[src/rtl/rx_pkg.sv]
/*
 * ADC-side constants and sample types, shared by capture and readout.
 * CHANNELS must be a power of two and at least 4 for the banking logic.
 */
`default_nettype none

package rx_pkg;

  // parallel ADC lanes, one bank per lane
  localparam int CHANNELS = 4;
  localparam int DATA_WIDTH = 16;

  typedef logic [DATA_WIDTH-1:0] sample_t;

  // realtime input, no back-pressure
  typedef struct packed {
    logic [CHANNELS-1:0]    valid;
    sample_t [CHANNELS-1:0] data;
  } adc_data_t;

endpackage

`default_nettype wire
[src/rtl/buffer_pkg.sv]
/*
 * Buffer-side types: banking mode, commands, write-depth report, readout word.
 * The report is sized from BUFFER_DEPTH here, so the top-level depth must match.
 */
`default_nettype none

package buffer_pkg;

  localparam int BUFFER_DEPTH = 16;
  localparam int BANKING_MODE_WIDTH = 2;

  // active channels = 1 << mode, mode 3 behaves as mode 2
  typedef logic [BANKING_MODE_WIDTH-1:0] banking_mode_t;

  typedef enum logic {
    ARM,
    CAPTURE_RESET
  } cap_op_t;

  // mode is only looked at together with ARM
  typedef struct packed {
    cap_op_t       op;
    banking_mode_t mode;
  } cap_cmd_t;

  typedef enum logic {
    START,
    READOUT_RESET
  } ro_op_t;

  // a full bank reports full=1 with the count wrapped to zero
  typedef struct packed {
    logic                            full;
    logic [$clog2(BUFFER_DEPTH)-1:0] count;
  } bank_depth_t;

  typedef bank_depth_t [rx_pkg::CHANNELS-1:0] write_depth_t;

  typedef struct packed {
    rx_pkg::sample_t data;
    logic            last;
  } readout_word_t;

endpackage

`default_nettype wire

[src/rtl/adc_buffer.sv]
/*
 * ADC capture buffer: banked capture, write-depth report and bank readout.
 * Single clock. BUFFER_DEPTH must equal buffer_pkg::BUFFER_DEPTH.
 */
`timescale 1ns/1ps
`default_nettype none

module adc_buffer #(
  parameter int BUFFER_DEPTH = buffer_pkg::BUFFER_DEPTH
) (
  input  logic                      adc_clk,
  input  logic                      reset_i,

  input  rx_pkg::adc_data_t         adc_data_i,

  input  logic                      cap_cmd_valid_i,
  input  buffer_pkg::cap_cmd_t      cap_cmd_i,
  output logic                      cap_cmd_ready_o,

  input  logic                      ro_cmd_valid_i,
  input  buffer_pkg::ro_op_t        ro_cmd_i,
  output logic                      ro_cmd_ready_o,

  output logic                      write_depth_valid_o,
  output buffer_pkg::write_depth_t  write_depth_o,
  input  logic                      write_depth_ready_i,

  output logic                      readout_valid_o,
  output buffer_pkg::readout_word_t readout_o,
  input  logic                      readout_ready_i
);

  import rx_pkg::*;
  import buffer_pkg::*;

  localparam int ADDR_W = $clog2(BUFFER_DEPTH);

  logic [CHANNELS-1:0]             bank_wr_en;
  logic [CHANNELS-1:0][ADDR_W-1:0] bank_wr_addr;
  sample_t [CHANNELS-1:0]          bank_wr_data;
  sample_t [CHANNELS-1:0]          bank_rd_data;
  logic                            rd_en;
  logic [ADDR_W-1:0]               rd_addr;
  logic                            capture_done;
  logic                            readout_busy;
  logic                            depth_valid;
  write_depth_t                    depth;
  logic                            ro_word_valid;
  readout_word_t                   ro_word;
  logic                            ro_word_ready;
  logic                            cap_flush;
  logic                            ro_flush;

  // accepted resets also clear the output registers
  assign cap_flush = cap_cmd_valid_i & cap_cmd_ready_o & (cap_cmd_i.op == CAPTURE_RESET);
  assign ro_flush = ro_cmd_valid_i & ro_cmd_ready_o & (ro_cmd_i == READOUT_RESET);

  capture_control #(
    .BUFFER_DEPTH(BUFFER_DEPTH)
  ) capture_control_i (
    .adc_clk,
    .reset_i,
    .adc_data_i,
    .cap_cmd_valid_i,
    .cap_cmd_i,
    .cap_cmd_ready_o,
    .readout_busy_i(readout_busy),
    .bank_wr_en_o(bank_wr_en),
    .bank_wr_addr_o(bank_wr_addr),
    .bank_wr_data_o(bank_wr_data),
    .capture_done_o(capture_done),
    .depth_valid_o(depth_valid),
    .depth_o(depth)
  );

  for (genvar b = 0; b < CHANNELS; b++) begin : g_bank
    capture_bank #(
      .BUFFER_DEPTH(BUFFER_DEPTH)
    ) bank_i (
      .adc_clk,
      .wr_en_i(bank_wr_en[b]),
      .wr_addr_i(bank_wr_addr[b]),
      .wr_data_i(bank_wr_data[b]),
      .rd_en_i(rd_en),
      .rd_addr_i(rd_addr),
      .rd_data_o(bank_rd_data[b])
    );
  end

  readout_control #(
    .BUFFER_DEPTH(BUFFER_DEPTH)
  ) readout_control_i (
    .adc_clk,
    .reset_i,
    .ro_cmd_valid_i,
    .ro_cmd_i,
    .ro_cmd_ready_o,
    .capture_done_i(capture_done),
    .readout_busy_o(readout_busy),
    .rd_en_o(rd_en),
    .rd_addr_o(rd_addr),
    .bank_rd_data_i(bank_rd_data),
    .out_valid_o(ro_word_valid),
    .out_o(ro_word),
    .out_ready_i(ro_word_ready)
  );

  // one report per capture, so the entry is never overwritten
  stream_reg #(
    .T(write_depth_t)
  ) depth_reg_i (
    .adc_clk,
    .reset_i,
    .flush_i(cap_flush),
    .in_valid_i(depth_valid),
    .in_i(depth),
    .in_ready_o(),
    .out_valid_o(write_depth_valid_o),
    .out_o(write_depth_o),
    .out_ready_i(write_depth_ready_i)
  );

  stream_reg #(
    .T(readout_word_t)
  ) readout_reg_i (
    .adc_clk,
    .reset_i,
    .flush_i(ro_flush),
    .in_valid_i(ro_word_valid),
    .in_i(ro_word),
    .in_ready_o(ro_word_ready),
    .out_valid_o(readout_valid_o),
    .out_o(readout_o),
    .out_ready_i(readout_ready_i)
  );

endmodule

`default_nettype wire

[src/rtl/stream_reg.sv]
/*
 * One-entry valid/ready register, full throughput.
 * flush_i drops a held entry regardless of the downstream side.
 */
`timescale 1ns/1ps
`default_nettype none

module stream_reg #(
  parameter type T = logic
) (
  input  logic adc_clk,
  input  logic reset_i,
  input  logic flush_i,

  input  logic in_valid_i,
  input  T     in_i,
  output logic in_ready_o,

  output logic out_valid_o,
  output T     out_o,
  input  logic out_ready_i
);

  // refill in the same cycle the entry is taken
  assign in_ready_o = !out_valid_o | out_ready_i;

  always_ff @(posedge adc_clk) begin
    if (reset_i || flush_i) begin
      out_valid_o <= 1'b0;
    end else if (in_ready_o) begin
      out_valid_o <= in_valid_i;
    end
  end

  always_ff @(posedge adc_clk) begin
    if (in_valid_i && in_ready_o) begin
      out_o <= in_i;
    end
  end

endmodule

`default_nettype wire

[src/rtl/readout_control.sv]
/*
 * Walks every bank in order, BUFFER_DEPTH words each, written or not.
 * Busy ends once the final word moves into the output register.
 */
`timescale 1ns/1ps
`default_nettype none

module readout_control #(
  parameter int BUFFER_DEPTH = 16
) (
  input  logic                                   adc_clk,
  input  logic                                   reset_i,

  input  logic                                   ro_cmd_valid_i,
  input  buffer_pkg::ro_op_t                     ro_cmd_i,
  output logic                                   ro_cmd_ready_o,
  input  logic                                   capture_done_i,
  output logic                                   readout_busy_o,

  output logic                                   rd_en_o,
  output logic [$clog2(BUFFER_DEPTH)-1:0]        rd_addr_o,
  input  rx_pkg::sample_t [rx_pkg::CHANNELS-1:0] bank_rd_data_i,

  output logic                                   out_valid_o,
  output buffer_pkg::readout_word_t              out_o,
  input  logic                                   out_ready_i
);

  import rx_pkg::*;
  import buffer_pkg::*;

  localparam int ADDR_W = $clog2(BUFFER_DEPTH);
  localparam int BANK_W = $clog2(CHANNELS);
  localparam int CNT_W = ADDR_W + BANK_W;

  logic              busy_q;
  logic              issued_q;
  logic [CNT_W-1:0]  cnt_q;
  logic              p_valid_q;
  logic              p_last_q;
  logic [BANK_W-1:0] p_bank_q;
  logic              cmd_fire;
  logic              issuing;
  logic              advance;

  // reset is always taken, start only after a finished capture
  assign ro_cmd_ready_o = (ro_cmd_i == READOUT_RESET) | (capture_done_i & !busy_q);
  assign cmd_fire = ro_cmd_valid_i & ro_cmd_ready_o;

  assign issuing = busy_q & !issued_q;
  // read stage moves only when its word can leave
  assign advance = !p_valid_q | out_ready_i;
  assign rd_en_o = advance & issuing;

  // upper counter bits pick the bank, lower bits the address
  assign rd_addr_o = cnt_q[ADDR_W-1:0];
  assign readout_busy_o = busy_q;

  assign out_valid_o = p_valid_q;
  assign out_o = '{data: bank_rd_data_i[p_bank_q], last: p_last_q};

  always_ff @(posedge adc_clk) begin
    if (reset_i) begin
      busy_q <= 1'b0;
      issued_q <= 1'b0;
      cnt_q <= '0;
      p_valid_q <= 1'b0;
      p_last_q <= 1'b0;
    end else if (cmd_fire) begin
      busy_q <= ro_cmd_i == START;
      issued_q <= 1'b0;
      cnt_q <= '0;
      p_valid_q <= 1'b0;
      p_last_q <= 1'b0;
    end else if (advance) begin
      p_valid_q <= issuing;
      p_last_q <= issuing & (&cnt_q);
      if (issuing) begin
        cnt_q <= cnt_q + 1'b1;
        if (&cnt_q) begin
          issued_q <= 1'b1;
        end
      end
      // final word handed on
      if (p_valid_q & p_last_q) begin
        busy_q <= 1'b0;
      end
    end
  end

  always_ff @(posedge adc_clk) begin
    if (advance) begin
      p_bank_q <= cnt_q[CNT_W-1:ADDR_W];
    end
  end

endmodule

`default_nettype wire

[src/rtl/capture_control.sv]
/*
 * Arms capture, routes each active channel to its banks and tracks fill depth.
 * BUFFER_DEPTH must be a power of two. The report pulses for one cycle only
 * when a channel fills its last bank; there is no report for a partial capture.
 */
`timescale 1ns/1ps
`default_nettype none

module capture_control #(
  parameter int BUFFER_DEPTH = 16
) (
  input  logic                                                 adc_clk,
  input  logic                                                 reset_i,

  input  rx_pkg::adc_data_t                                    adc_data_i,

  input  logic                                                 cap_cmd_valid_i,
  input  buffer_pkg::cap_cmd_t                                 cap_cmd_i,
  output logic                                                 cap_cmd_ready_o,
  input  logic                                                 readout_busy_i,

  output logic [rx_pkg::CHANNELS-1:0]                          bank_wr_en_o,
  output logic [rx_pkg::CHANNELS-1:0][$clog2(BUFFER_DEPTH)-1:0] bank_wr_addr_o,
  output rx_pkg::sample_t [rx_pkg::CHANNELS-1:0]               bank_wr_data_o,

  output logic                                                 capture_done_o,
  output logic                                                 depth_valid_o,
  output buffer_pkg::write_depth_t                             depth_o
);

  import rx_pkg::*;
  import buffer_pkg::*;

  localparam int ADDR_W = $clog2(BUFFER_DEPTH);
  localparam int BANK_W = $clog2(CHANNELS);
  localparam logic [ADDR_W-1:0] LAST_SLOT = ADDR_W'(BUFFER_DEPTH - 1);

  logic                             armed_q;
  logic                             done_q;
  banking_mode_t                    mode_q;
  logic [BANK_W:0]                  active_cnt;
  logic [CHANNELS-1:0][BANK_W-1:0]  cur_bank_q;
  logic [CHANNELS-1:0][ADDR_W-1:0]  fill_q;
  logic [CHANNELS-1:0]              ch_wr;
  logic [CHANNELS-1:0]              ch_last_slot;
  logic [CHANNELS-1:0]              ch_last_bank;
  write_depth_t                     depth_q;
  write_depth_t                     depth_next;
  logic                             cmd_fire;
  logic                             stop;

  // commands are held off while a readout walks the banks
  assign cap_cmd_ready_o = !readout_busy_i;
  assign cmd_fire = cap_cmd_valid_i & cap_cmd_ready_o;
  assign active_cnt = (BANK_W+1)'(1) << mode_q;

  //////////////////////////////////////////////////
  // per-channel fill state
  //////////////////////////////////////////////////

  always_comb begin
    for (int c = 0; c < CHANNELS; c++) begin
      ch_wr[c] = armed_q & adc_data_i.valid[c] & (c < int'(active_cnt));
      ch_last_slot[c] = fill_q[c] == LAST_SLOT;
      ch_last_bank[c] = int'(cur_bank_q[c]) + int'(active_cnt) >= CHANNELS;
    end
  end

  // other channels still write on the stopping edge
  assign stop = |(ch_wr & ch_last_slot & ch_last_bank);

  //////////////////////////////////////////////////
  // bank routing and depth tracking
  //////////////////////////////////////////////////

  always_comb begin
    int owner;
    depth_next = depth_q;
    for (int b = 0; b < CHANNELS; b++) begin
      // bank b belongs to channel b mod active count
      owner = b % int'(active_cnt);
      bank_wr_en_o[b] = ch_wr[owner] & (int'(cur_bank_q[owner]) == b);
      bank_wr_addr_o[b] = fill_q[owner];
      bank_wr_data_o[b] = adc_data_i.data[owner];
      if (bank_wr_en_o[b]) begin
        depth_next[b].full = ch_last_slot[owner];
        depth_next[b].count = fill_q[owner] + 1'b1;
      end
    end
  end

  // report includes the writes of the stopping edge
  assign depth_o = depth_next;
  assign depth_valid_o = stop & !cmd_fire;
  assign capture_done_o = done_q;

  always_ff @(posedge adc_clk) begin
    if (reset_i) begin
      armed_q <= 1'b0;
      done_q <= 1'b0;
      mode_q <= '0;
      cur_bank_q <= '0;
      fill_q <= '0;
      depth_q <= '0;
    end else if (cmd_fire) begin
      armed_q <= cap_cmd_i.op == ARM;
      done_q <= 1'b0;
      if (cap_cmd_i.op == ARM) begin
        mode_q <= (cap_cmd_i.mode == 2'd3) ? 2'd2 : cap_cmd_i.mode;
        fill_q <= '0;
        depth_q <= '0;
        for (int c = 0; c < CHANNELS; c++) begin
          cur_bank_q[c] <= BANK_W'(c);
        end
      end
    end else begin
      depth_q <= depth_next;
      if (stop) begin
        armed_q <= 1'b0;
        done_q <= 1'b1;
      end
      for (int c = 0; c < CHANNELS; c++) begin
        if (ch_wr[c]) begin
          // wraps to zero on the last slot
          fill_q[c] <= fill_q[c] + 1'b1;
          if (ch_last_slot[c]) begin
            cur_bank_q[c] <= cur_bank_q[c] + active_cnt[BANK_W-1:0];
          end
        end
      end
    end
  end

endmodule

`default_nettype wire

[src/rtl/capture_bank.sv]
/*
 * Simple dual-port sample memory with a registered read.
 * rd_en_i low holds the read output, which lets the readout stall.
 */
`timescale 1ns/1ps
`default_nettype none

module capture_bank #(
  parameter int BUFFER_DEPTH = 16
) (
  input  logic                            adc_clk,

  input  logic                            wr_en_i,
  input  logic [$clog2(BUFFER_DEPTH)-1:0] wr_addr_i,
  input  rx_pkg::sample_t                 wr_data_i,

  input  logic                            rd_en_i,
  input  logic [$clog2(BUFFER_DEPTH)-1:0] rd_addr_i,
  output rx_pkg::sample_t                 rd_data_o
);

  rx_pkg::sample_t mem [BUFFER_DEPTH];

  always_ff @(posedge adc_clk) begin
    if (wr_en_i) begin
      mem[wr_addr_i] <= wr_data_i;
    end
  end

  // one cycle read latency
  always_ff @(posedge adc_clk) begin
    if (rd_en_i) begin
      rd_data_o <= mem[rd_addr_i];
    end
  end

endmodule

`default_nettype wire

[config.mk]
export PLATFORM = sky130hd
export DESIGN_NAME = adc_buffer
export DESIGN_NICKNAME = d
export VERILOG_FILES = /design/src/rtl/rx_pkg.sv /design/src/rtl/buffer_pkg.sv /design/src/rtl/adc_buffer.sv /design/src/rtl/stream_reg.sv /design/src/rtl/readout_control.sv /design/src/rtl/capture_control.sv /design/src/rtl/capture_bank.sv
export SDC_FILE = /design/constraint.sdc
export NUM_CORES = 1
export LEC_CHECK = 0
export BUFFER_PORTS_ARGS = -buffer_cell sky130_fd_sc_hd__buf_4
export CORE_MARGIN = 3
export CORE_UTILIZATION = 45
export DETAILED_ROUTE_END_ITERATION = 7
export PLACE_DENSITY = 0.58
export SLEW_MARGIN = 40
export SYNTH_ARGS = -nofsm -noshare
export SYNTH_HDL_FRONTEND = slang
export SYNTH_HIERARCHICAL = 1
export SYNTH_SLANG_ARGS = --single-unit
[constraint.sdc]
create_clock -name adc_clk -period 9.6 [get_ports adc_clk]
set_input_delay 0.96 -clock adc_clk [delete_from_list [all_inputs] [get_ports adc_clk]]
set_output_delay 0.96 -clock adc_clk [all_outputs]
set_load 0.05 [all_outputs]
# After elaboration in Yosys (flattened, before gate mapping)

Memories as Yosys holds them, arrays and structs flattened. A register that Yosys moved wholly into a read port is not among the register bits.
Index checks and enable logic that the tools add are counted.

Flip-flop bits (word level): 99
Memory bits (writable): 1024
Word-level logic and storage cells: 251
Memories: 4

Add/subtract/negate cells: 17
Div/mod/pow operators: 4
Order comparisons: 13
Eq/ne operators: 9
Shifts and indexed selects: 1
Muxes and demuxes: 98
Bitwise operators: 30
Reductions and logical operators: 38

Memories:

| name                 | depth | bits a word | read ports | clocked after memory_dff | write ports | RTL line           | text |
|---|---|---|---|---|---|---|---|
| g_bank[0].bank_i.mem | 16    | 16          | 1          | 1                        | 1           | capture_bank.sv:22 | `rx_pkg::sample_t mem [BUFFER_DEPTH];` |
| g_bank[1].bank_i.mem | 16    | 16          | 1          | 1                        | 1           | capture_bank.sv:22 |  |
| g_bank[2].bank_i.mem | 16    | 16          | 1          | 1                        | 1           | capture_bank.sv:22 |  |
| g_bank[3].bank_i.mem | 16    | 16          | 1          | 1                        | 1           | capture_bank.sv:22 |  |

Operators with widths:

| kind                 | number |
|---|---|
| $mux 16              | 11 |
| $bmux 16 s2          | 5 |
| $ge 32x4->1 const B  | 4 |
| $lt 32x4->1 const B  | 4 |
| $mod 3x4->32 const A | 2 |
| $mux 4               | 12 |
| $mux 20              | 2 |
| $mux 2               | 17 |
| $add 4x1->4 const B  | 8 |
| $bmux 4 s2           | 4 |
| $mod 1x4->32 const A | 1 |
| $mod 2x4->32 const A | 1 |
| $mux 1               | 29 |
| $and 1x1->1          | 22 |
| $reduce_bool 2->1    | 11 |
| $mux 5               | 4 |
| $add 2x3->4          | 4 |
| $bmux 1 s2           | 8 |
| $bmux 2 s2           | 4 |
| $eq 4x4->1 const B   | 4 |
| $mux 8               | 2 |
| $reduce_and 2->1     | 7 |
| $reduce_and 3->1     | 4 |
| $add 2x2->2          | 4 |
| 19 further kinds     | 36 |

# Depth between registers and ports, before layout

Gate-level depths: netlist (run 1).

Word-level depth: 9
Depth in mapped cells: 13
Mapped depth without buffers: 12

# Hierarchy

The synthesis (run 1) kept the hierarchy.

Modules (own cells, without submodules):

| module                               | times used | cells an instance | area each (sq um) | sequential area each (sq um) |
|---|---|---|---|---|
| capture_bank at g_bank[1].bank_i ... | 2          | 432               | 10203.5           | 8167.8 |
| capture_bank at g_bank[0].bank_i ... | 2          | 432               | 10202.3           | 8167.8 |
| capture_control                      | 1          | 464               | 5011.1            | 960.9 |
| readout_control                      | 1          | 77                | 973.4             | 260.2 |
| stream_reg at depth_reg_i            | 1          | 25                | 658.1             | 620.6 |
| stream_reg at readout_reg_i          | 1          | 22                | 568.0             | 530.5 |
| adc_buffer                           | 1          | 2                 | 12.5              | 0.0 |

# Worst setup path before layout (run 1)

OpenSTA, ideal clock, no wires.

Path type: input -> register
Start point: in readout_ready_i
End point: reg readout_control_i.cnt_q[1]
Setup time: 70 ps
Data arrival time: 4373 ps
Setup slack: 5156 ps
Cell stages on the path: 5
Buffers on the path: 0
Cell sequence: nand2b_4 nor2b_4 nor2_1 nand2_1 a21oi_2

Word-level cells in the longest chain between the ends: 3

RTL lines:

| item                       | RTL line              | text |
|---|---|---|
| start, declared            | adc_buffer.sv:30      | `input logic readout_ready_i` |
| $or 1x1->1                 | stream_reg.sv:25      | `assign in_ready_o = !out_valid_o \| out_ready_i;` |
| $or 1x1->1                 | readout_control.sv:52 | `assign advance = !p_valid_q \| out_ready_i;` |
| $reduce_and 2->1 (no line) | -                     |  |
| end signal, assigned       | readout_control.sv:79 | `cnt_q <= cnt_q + 1'b1;` |
| end, declared              | readout_control.sv:38 | `logic [CNT_W-1:0] cnt_q;` |

Every way passes these cells.
A chain may end at the register's enable or synchronous reset.

==> metrics.yaml, run 1 <==
slew_headroom_pct: 40.6
fin_skew_ns: 0.0355
final_cells: 3983
hold_buffers: 0
fmax_mhz: 233
drv_slew: 0
initial_core_util_pct: 45.5
critical-path-top-delay-family: "simple AND/OR/NAND/NOR gates"
synth.ff_latch_count: 1187
critPathKind: "reg -> reg"
cp_max_fo: 26
hold_viol: 0
grt_usage_pct: 22.6
layout.nets: 2581
dp_hpwl_um: 82500
synth_xor_area_share_pct: 0.435
ioPinCount: 119
synth-simple-area-share_pct: 3.61
die_area_mm2: 0.111
final_util_pct: 51.8
firstDrtPassIters: 5
wl_per_cell_um: 31.3
syn_inst: 2318
avgSynthCellArea_um2: 20.7
antenna_found_initial: 21
drv_cap: 0
final.setup.tns_ns: 0
synth-edff-count: 1127
status: "finished clean"
grt_max_degree: 115
hold_path_class: "reg -> reg"
synth_cell_types: 72
leakage_nw: 16.9
cp.arrival_ns: 4.64
syn_area_mm2: 0.0480
cp.required_ns: 9.94
ys.warnings.count: 6
die_h_um: 333
drive_gt1_share_pct: 30.1
rsz0062_at_grt: "no"
postRouteAntennaNets: 0
cts.reportedPaths.clkPinSlew_ns: 0.06
grt_pass1_vias: 24300
vias_per_cell: 6.09
grt_pass1_wl_um: 179000
grt_overflow: 0
path_cells: "inv_1, ha_4, buf_16, nand2_4, mux2_2, o21ai_0, inv_1, or3b_2, nor2_4"
path_buf_inv: 3
drt-total-wl_um: 125000
peakVddDrop_mv: 0.149
worst_setup_path_end_kind: "flop"
coreArea_mm2: 0.106
layout_commonest_cell: "edfxtp_1"
power_density_mw_per_mm2: 195
post-route-drc-count: 0
numCtsBuffers: 118
post-route-min-period_ns: 4.30
portBuffers: 118
place_inst: 3752
synth_nets: 2417
final_cell_mix: "edfxtp_1 (1,127), mux4_2 (308), buf_4 (164)"
period_share_pct: 44.8
gp_congestion: 0.838
cts_buffer_depth: 3
row_count: 119
setup.worst_path.start_class: "flop"
syn2layout_area_growth_pct: 13.9
worst_slew_pin_slew_ns: 0.891
synthMuxAreaShare_pct: 17.2
final-setup-viol-count: 0
cp_slowest_stage_delay_ns: 0.67
synthFlopType: "edfxtp_1"
cts_resized: 0
drt_first_iter_violations: 2918
cts_root_buf: "clkbuf_16"
synthAdderAreaFrac_pct: 0.547
yosysSeqAreaShare_pct: 73.0
synth_compound_area_share_pct: 3.47
cts_tree: "built"
slowest_stage: "o21ai_0"
die_x_um: 333
synth_top_family_by_area: "multiplexers"
clk_latency_ns: 0.72
postSynth.asyncResetShare_pct: 0
path_common_cell: "inv_1"
cts_setup_buffers: 0
htreeDepth: 3
power_mw: 10.7
cts.sinks: 1187
vias: 24300
finalHoldWorstSlack_ns: 0.457
[cell type report]
cell class	count	area [µm²]
fillers	8141	50900
flip-flops and latches	1187	35100
multi-input cells	987	12600
clock buffers	140	3060
well taps	1391	1740
repair buffers	173	1380
clock inverters	80	837
inverters	15	56.3
diodes	10	25.0
[where the power goes]
part           switching [mW]  total [mW]  internal [mW]
clock                    1.94        4.61           2.68
combinational           0.233       0.317         0.0839
sequential            0.00431        5.72           5.72
total                    2.18        10.7           8.48
[through the flow]
step | instance area (µm²) | setup slack [ns]
floorplan | 48000 | 5.16
global placement | 50500 | 4.35
detailed placement | 50700 | 5.09
CTS | 54600 | 5.07
global route | 54700 | 5.15
finish | 54700 | 5.30
[per-layer routing]
metal | global-route usage, % | vias to the layer above | wire, µm
met5 | 0 | - | 80
met4 | 5.81 | 14 | 2600
met3 | 5.09 | 154 | 11200
met2 | 34.8 | 993 | 57800
met1 | 33.2 | 13000 | 53000
li1 | - | 10100 | -
[worst register-to-register path, delay by kind of cell (launching register included)]
family,cells,cell delay (ns)
adders and majority gates,1,0.31
AOI/OAI and AO/OA,1,0.67
buffers and inverters,3,0.60
and+or+nand+nor,3,1.48
DFF,1,0.45
muxes,1,0.41
[logic make-up after synthesis]
logic type | after synthesis
compound gates | 225
mux | 372
fa+ha+maj | 21
flops | 1187
simple gates | 346
buf+inv | 144
xor+xnor | 23
[sequential cells by signal, summed over array words and instances (netlist names)]
| register | cells |
|---|---|
| readout_reg_i/out_valid_o | 1 |
| capture_control_i/fill_q | 16 |
| readout_control_i/out_valid_o | 1 |
| capture_control_i/mode_q | 2 |
| capture_control_i/capture_done_o | 1 |
| capture_control_i/armed_q | 1 |
| readout_control_i/p_bank_q | 2 |
| readout_reg_i/out_o | 17 |
| readout_control_i/cnt_q | 6 |
| readout_control_i/readout_busy_o | 1 |
| readout_control_i/issued_q | 1 |
| capture_control_i/cur_bank_q | 8 |
| capture_control_i/depth_q | 20 |
| g_bank.bank_i/mem | 1024 |
| depth_reg_i/out_o | 20 |
| depth_reg_i/out_valid_o | 1 |
| readout_control_i/p_last_q | 1 |
| g_bank.bank_i/rd_data_o | 64 |
[Yosys cell counts (13+ instances only)]
cell type / number / area share [%]
a22oi_1: 128 / 2.0
nand3b_1: 15 / 0.23
dfxtp_1: 60 / 2.5
ha_1: 21 / 0.55
a32o_1: 15 / 0.31
nor3_1: 28 / 0.29
nand2_1: 98 / 0.77
clkbuf_1: 39 / 0.30
nor2_1: 98 / 0.77
buf_6: 26 / 0.61
buf_2: 29 / 0.30
inv_1: 14 / 0.11
mux4_2: 308 / 14
xor2_1: 14 / 0.26
buf_1: 14 / 0.11
a21oi_1: 32 / 0.33
mux4_1: 40 / 2.2
nand3_1: 32 / 0.33
edfxtp_1: 1127 / 70
mux2_2: 13 / 0.30
buf_4: 20 / 0.31
[final timing paths]
path	slack, ns	cells after the start	start	end
max	5.30	9	capture_control_i/mode_q[0]	g_bank[0].bank_i/mem[2][6]
min	0.46	2	capture_control_i/depth_q[18]	capture_control_i/depth_q[18]
max reg2reg	5.30	9	capture_control_i/mode_q[0]	g_bank[0].bank_i/mem[2][6]
min reg2reg	0.46	2	capture_control_i/depth_q[18]	capture_control_i/depth_q[18]
Note: power is estimated with default switching activity, not from simulation.
==> inputs of run 2 (changes only) <==
clock period = 4.15 ns   (was 9.6 ns; I/O delays follow)
==> metrics.yaml, run 2 (synthesis results as in run 1) <==
final-setup-viol-count: 0  # unchanged
pwr-share-clk_pct: 43.5  # +0.2 points
netSwitchingFraction_pct: 20.1  # -0.34 points
vias: 24400  # +0.62%
path_common_cell: "inv_1"
fin_skew_ns: 0.0231  # -0.0124 ns
coreArea_mm2: 0.106  # unchanged
r2r_slack_ns: 0.41  # -4.89 ns
grt_overflow: 0  # unchanged
final_cells: 4046  # +1.6%
cts.reportedPaths.clkPinSlew_ns: 0.06  # about the same
wl_per_cell_um: 30.2  # -3.5%
power_density_mw_per_mm2: 449  # +130%
hp-start: "cap_cmd_valid_i"
r2r_end: "g_bank[0].bank_i/mem[3][4]"
top_regs: "g_bank.bank_i/mem x1024, g_bank.bank_i/rd_data_o x64"
post-route-drc-count: 0  # unchanged
grt_max_degree: 61  # -47%
vias_per_cell: 6.03  # -0.94%
fillers: 8154  # +0.16%
cts_buffer_depth: 3  # unchanged
drv_slew: 0  # unchanged
multi_input_area_mm2: 0.0124  # -1.6%
leakage_nw: 17.4  # +2.5%
htreeDepth: 3  # unchanged
cts.sinks: 1187  # unchanged
largest_register_ffs: 1024  # unchanged
hold_path_class: "in -> reg"
final_util_pct: 52.2  # +0.40 points
firstDrtPassIters: 7  # +2
cts_setup_buffers: 0  # unchanged
drt-total-wl_um: 122000  # -1.9%
cp.arrival_ns: 4.15  # -0.49 ns
pwr-share-seq_pct: 53.5  # -0.2 points
drt_first_iter_violations: 2790  # -4.4%
drive_gt1_share_pct: 31.8  # +1.6 points
setup.worst_path.start_class: "flop"
postRouteAntennaNets: 0  # unchanged
portBuffers: 118  # unchanged
syn2layout_area_growth_pct: 14.8
die_h_um: 333  # unchanged
fmax_mhz: 267  # +15%
cts_tree: "built"
cp_slowest_stage_delay_ns: 0.61  # -0.06 ns
cp.required_ns: 4.56  # -5.38 ns
clk_latency_ns: 0.69  # -0.03 ns
gp_congestion: 0.921  # +9.9%
layout.nets: 2649  # +2.6%
period_share_pct: 90.1  # +45 points
grt_pass1_wl_um: 177000  # -0.87%
layout_commonest_cell: "edfxtp_1"
grt_usage_pct: 22.2  # -0.44 points
ioPinCount: 119  # unchanged
cp_max_fo: 11  # -58%
slowest_stage: "o21ai_0"
cts_root_buf: "clkbuf_16"
row_count: 119  # unchanged
worst_slew_pin_slew_ns: 0.809  # -0.0818 ns
initial_core_util_pct: 45.5  # unchanged
place_inst: 3820  # +1.8%
die_area_mm2: 0.111  # unchanged
numCtsBuffers: 116  # -1.7%
min_path_cells: 3  # +1
reg2reg_from: "capture_control_i/mode_q[0]"
switchingPower_mw: 4.97  # +130%
hold_viol: 0  # unchanged
rsz0062_at_grt: "no"
power_frac_comb_pct: 3.0  # about the same
peakVddDrop_mv: 0.383  # +160%
power_mw: 24.7  # +130%
post-route-min-period_ns: 3.74  # -0.559 ns
cts_resized: 0  # unchanged
path_cells: "inv_1, ha_1, xor2_2, nand2_2, o21ai_0, inv_1, or3b_2, nor2_2, buf_12"
reg2regPathDepth: 9  # unchanged
hold_path_end: "depth_reg_i/out_valid_o"
final.setup.tns_ns: 0  # unchanged
worst_setup_path_end_kind: "flop"
status: "finished clean"
final_cell_mix: "edfxtp_1 (1,127), mux4_2 (308), buf_4 (229)"
critPathKind: "reg -> reg"
slew_headroom_pct: 46.1  # +5.5 points
die_x_um: 333  # unchanged
p_int_mw: 19.8  # +130%
antenna_found_initial: 5  # -76%
drv_cap: 0  # unchanged
dp_hpwl_um: 82600  # +0.13%
grt_pass1_vias: 24500  # +0.65%
top_register: "g_bank.bank_i/mem"
final-seq-area_mm2: 0.0351  # unchanged
==> run 2: cell types whose count changed in the layout (fill, tap and decap cells not counted), moves of 3 or more <==
cell | before | now
nor2b_1 | 6 | 9
nor2_4 | 37 | 5
nor2_2 | 5 | 34
nor2b_2 | 5 | 2
nor2_1 | 57 | 60
clkinvlp_4 | 8 | 5
buf_6 | 4 | 1
inv_6 | 3 | 0
buf_12 | 4 | 10
clkinv_2 | 24 | 29
diode_2 | 10 | 2
buf_4 | 164 | 229
==> run 2: what timing repair did <==
action                                 CTS  global route
setup endpoints to repair                0             0
endpoints found under the hold margin    3             0
hold buffers                             2             0
==> run 2: power by group through the flow <==
stage / registers (mW) / logic, mW / clock network [mW]
floorplan: 13.5 / 0.352 / 0
global placement: 13.5 / 0.713 / 0
detailed placement: 13.5 / 0.738 / 0
CTS: 13.2 / 0.741 / 11.0
global route: 13.2 / 0.782 / 11.5
finish: 13.2 / 0.735 / 10.8
==> run 2: metal layers <==
metal,share of wire [%],global-route usage [%]
met1,43,33.4
met2,47,34.4
met3,7.5,3.71
met4,1.9,5.20
met5,0,0
==> run 2: worst max path at each step <==
stage,to,cells after the start,from,slack [ns]
floorplan,readout_control_i/cnt_q[1],5,readout_reg_i/out_valid_o,0.14
global placement,g_bank[0].bank_i/mem[3][2],9,capture_control_i/mode_q[0],0.57
detailed placement,g_bank[0].bank_i/mem[3][13],9,capture_control_i/mode_q[0],0.46
CTS,g_bank[0].bank_i/mem[3][4],9,capture_control_i/mode_q[0],0.47
global route,g_bank[0].bank_i/mem[2][9],9,capture_control_i/mode_q[0],0.25
finish,g_bank[0].bank_i/mem[3][4],9,capture_control_i/mode_q[0],0.41
==> run 2: area by class of cell <==
cell class | instances | share of cell area [%]
Tap cell | 1391 | 3.16
Antenna cell | 2 | 0.00908
Clock inverter | 80 | 1.56
Multi-Input combinational cell | 987 | 22.4
Timing Repair Buffer | 243 | 3.56
Inverter | 15 | 0.102
Clock buffer | 141 | 5.61
Sequential cell | 1187 | 63.6
==> run 2: metrics by stage <==
step / cell area, µm² / setup WS (ns) / hold WS (ns)
2_1_floorplan: 48000 / 0.136 / 0.423
3_3_place_gp: 51100 / 0.573 / 0.436
3_5_place_dp: 51100 / 0.458 / 0.439
6_report: 55100 / 0.409 / 0.0550
5_1_grt: 55100 / 0.246 / 0.0276
4_1_cts: 55100 / 0.468 / 0.0104
==> run 2: critical path: cells and delay by family, from the launching register on <==
| kind | cells | cell delay (ns) |
|---|---|---|
| flip-flops | 1 | 0.38 |
| buffers and inverters | 3 | 0.59 |
| AND/OR/NAND/NOR | 3 | 1.15 |
| XOR/XNOR | 1 | 0.20 |
| adder cells (fa/ha/maj) | 1 | 0.52 |
| AO/OA/AOI/OAI | 1 | 0.61 |
==> inputs of run 3 (changes only) <==
--- a/config.mk
+++ b/config.mk
@@ -12,2 +12,3 @@
 export PLACE_DENSITY = 0.58
+export SKIP_LAST_GASP = 1
 export SLEW_MARGIN = 40
@@ -17 +18,2 @@
 export SYNTH_SLANG_ARGS = --single-unit
+export TNS_END_PERCENT = 20
==> constraint.sdc (replaced) <==
create_clock -name adc_clk -period 4.15 [get_ports adc_clk]
set_input_delay 0.83 -clock adc_clk [delete_from_list [all_inputs] [get_ports adc_clk]]
set_output_delay 0.83 -clock adc_clk [all_outputs]
set_load 0.05 [all_outputs]
==> metrics.yaml, run 3 (synthesis results as in run 1) <==
post-route-drc-count: 0  # unchanged
drive_gt1_share_pct: 32.1  # +0.31 points
antenna_found_initial: 3  # -2
fillers: 8211  # +0.70%
critical-path-top-delay-family: "simple AND/OR/NAND/NOR gates"
switchingPower_mw: 5.09  # +2.5%
hold_viol: 0  # unchanged
grt_max_degree: 57  # -6.6%
cts_tree: "built"
rsz0062_at_grt: "no"
cts_buffer_depth: 3  # unchanged
period_share_pct: 87.8  # -2.3 points
stdcell_area_mm2: 0.0552  # about the same
power_frac_comb_pct: 3.0  # about the same
cp_max_fo: 14  # +3
fin_skew_ns: 0.0415  # +0.0185 ns
vias: 24700  # +1.0%
final.setup.tns_ns: 0  # unchanged
grt_pass1_wl_um: 180000  # +1.4%
die_area_mm2: 0.111  # unchanged
wl_per_cell_um: 31.0  # +2.4%
hp-start: "cap_cmd_i[1]"
drt-total-wl_um: 125000  # +2.4%
vias_per_cell: 6.10  # +1.1%
pwr-share-clk_pct: 43.4  # about the same
multi_input_area_mm2: 0.0124  # +0.12%
gp_congestion: 0.935  # +1.5%
dpl_cell_area_mm2: 0.0512  # +0.19%
status: "finished clean"
drv_cap: 0  # unchanged
cts_resized: 0  # unchanged
pwr-share-seq_pct: 53.5  # about the same
row_count: 119  # unchanged
final_util_pct: 52.3  # about the same
critPathKind: "reg -> reg"
hold_path_end: "capture_control_i/mode_q[1]"
firstDrtPassIters: 5  # -2
layout_setup_ws_ns: 0.506  # +0.0967 ns
slew_headroom_pct: 43.5  # -2.6 points
ioPinCount: 119  # unchanged
slowest_stage: "nor2_2"
place_ws_ns: 0.550  # +0.0917 ns
drv_slew: 0  # unchanged
r2r_slack_ns: 0.51  # +0.10 ns
power_density_mw_per_mm2: 448  # -0.15%
reg2regPathDepth: 9  # unchanged
coreArea_mm2: 0.106  # unchanged
cts.reportedPaths.clkPinSlew_ns: 0.07  # about the same
top_regs: "g_bank.bank_i/mem x1024, g_bank.bank_i/rd_data_o x64"
hold_path_class: "in -> reg"
grt_usage_pct: 22.6  # +0.41 points
reg2reg_from: "capture_control_i/mode_q[0]"
postRouteAntennaNets: 0  # unchanged
drt_first_iter_violations: 2773  # -0.61%
layout.nets: 2648  # -0.038%
p_int_mw: 19.6  # -0.73%
setup.worst_path.start_class: "flop"
path_cells: "inv_1, ha_1, nand3_1, nor2_1, a32oi_1, o22ai_2, nand3b_1, nor2_2, buf_4"
cp_slowest_stage_delay_ns: 0.60  # about the same
htreeDepth: 3  # unchanged
numCtsBuffers: 119  # +2.6%
worst_slew_pin_slew_ns: 0.847  # +0.0384 ns
r2r_end: "g_bank[2].bank_i/mem[9][9]"
layout_commonest_cell: "edfxtp_1"
post-route-min-period_ns: 3.64  # -0.0967 ns
largest_register_ffs: 1024  # unchanged
cp.required_ns: 4.57  # about the same
clk_latency_ns: 0.72  # +0.03 ns
hold_buffers: 0  # -2
grt_overflow: 0  # unchanged
grt_pass1_vias: 24800  # +1.3%
power_mw: 24.7  # about the same
fmax_mhz: 274  # +2.7%
path_buf_inv: 2  # -1
die_x_um: 333  # unchanged
initial_core_util_pct: 45.5  # unchanged
worst_setup_path_end_kind: "flop"
cp.arrival_ns: 4.06  # -0.09 ns
dp_hpwl_um: 83700  # +1.3%
leakage_nw: 17.3  # -0.22%
final-seq-area_mm2: 0.0351  # about the same
die_h_um: 333  # unchanged
cts_root_buf: "clkbuf_16"
portBuffers: 118  # unchanged
cts_setup_buffers: 0  # unchanged
min_path_cells: 3  # unchanged
top_register: "g_bank.bank_i/mem"
syn2layout_area_growth_pct: 14.8  # about the same
cts.sinks: 1187  # unchanged
peakVddDrop_mv: 0.346  # -9.7%
netSwitchingFraction_pct: 20.6  # +0.51 points
final-setup-viol-count: 0  # unchanged
final_cell_mix: "edfxtp_1 (1,127), mux4_2 (308), buf_4 (221)"
-- run 3: cell type report --
type,instances,share of cell area [%]
well taps,1391,3.16
clock inverters,71,1.36
multi-input cells,987,22.4
repair buffers,239,3.65
flip-flops and latches,1187,63.5
clock buffers,150,5.74
diodes,4,0.0181
inverters,15,0.102
-- run 3: how the worst max path moves through the flow --
stage                                     start                         end  slack, ns  cells after the start
floorplan           capture_control_i/mode_q[0]  g_bank[2].bank_i/mem[0][0]       0.34                      9
global placement    capture_control_i/mode_q[0]  g_bank[2].bank_i/mem[9][5]       0.66                      9
detailed placement  capture_control_i/mode_q[0]  g_bank[2].bank_i/mem[9][9]       0.55                      9
CTS                 capture_control_i/mode_q[0]  g_bank[2].bank_i/mem[9][9]       0.53                      9
global route        capture_control_i/mode_q[0]  g_bank[2].bank_i/mem[9][9]       0.25                      9
finish              capture_control_i/mode_q[0]  g_bank[2].bank_i/mem[9][9]       0.51                      9
-- run 3: stage by stage --
step | cells | hold WS (ns)
CTS | 4040 | 0.333
detailed placement | 3819 | 0.448
floorplan | 2318 | 0.423
finish | 4044 | 0.379
global placement | 3818 | 0.434
global route | 4040 | 0.375
-- run 3: power by group through the flow --
stage / Combinational (mW) / Sequential (mW) / Clock [mW]
2_1_floorplan: 0.352 / 13.5 / 0
3_5_place_dp: 0.751 / 13.5 / 0
3_3_place_gp: 0.727 / 13.5 / 0
6_report: 0.748 / 13.2 / 10.7
4_1_cts: 0.753 / 13.2 / 10.9
5_1_grt: 0.795 / 13.2 / 11.4
-- run 3: worst reg2reg max path, delay by kind of cell (launching register included) --
family / cells / cell delay, ns
fa+ha+maj: 1 / 0.53
simple gates: 4 / 1.45
buf+inv: 2 / 0.47
flops: 1 / 0.37
compound gates: 2 / 0.54
-- run 3: layer usage --
layer	vias up	share of wire (%)	track usage (%)	routed length [µm]
li1	10300	-	-	-
met1	13200	43	33.3	53800
met2	1075	47	35.0	58600
met3	126	8.2	4.71	10300
met4	0	2.0	5.56	2500
met5	-	0	0	0
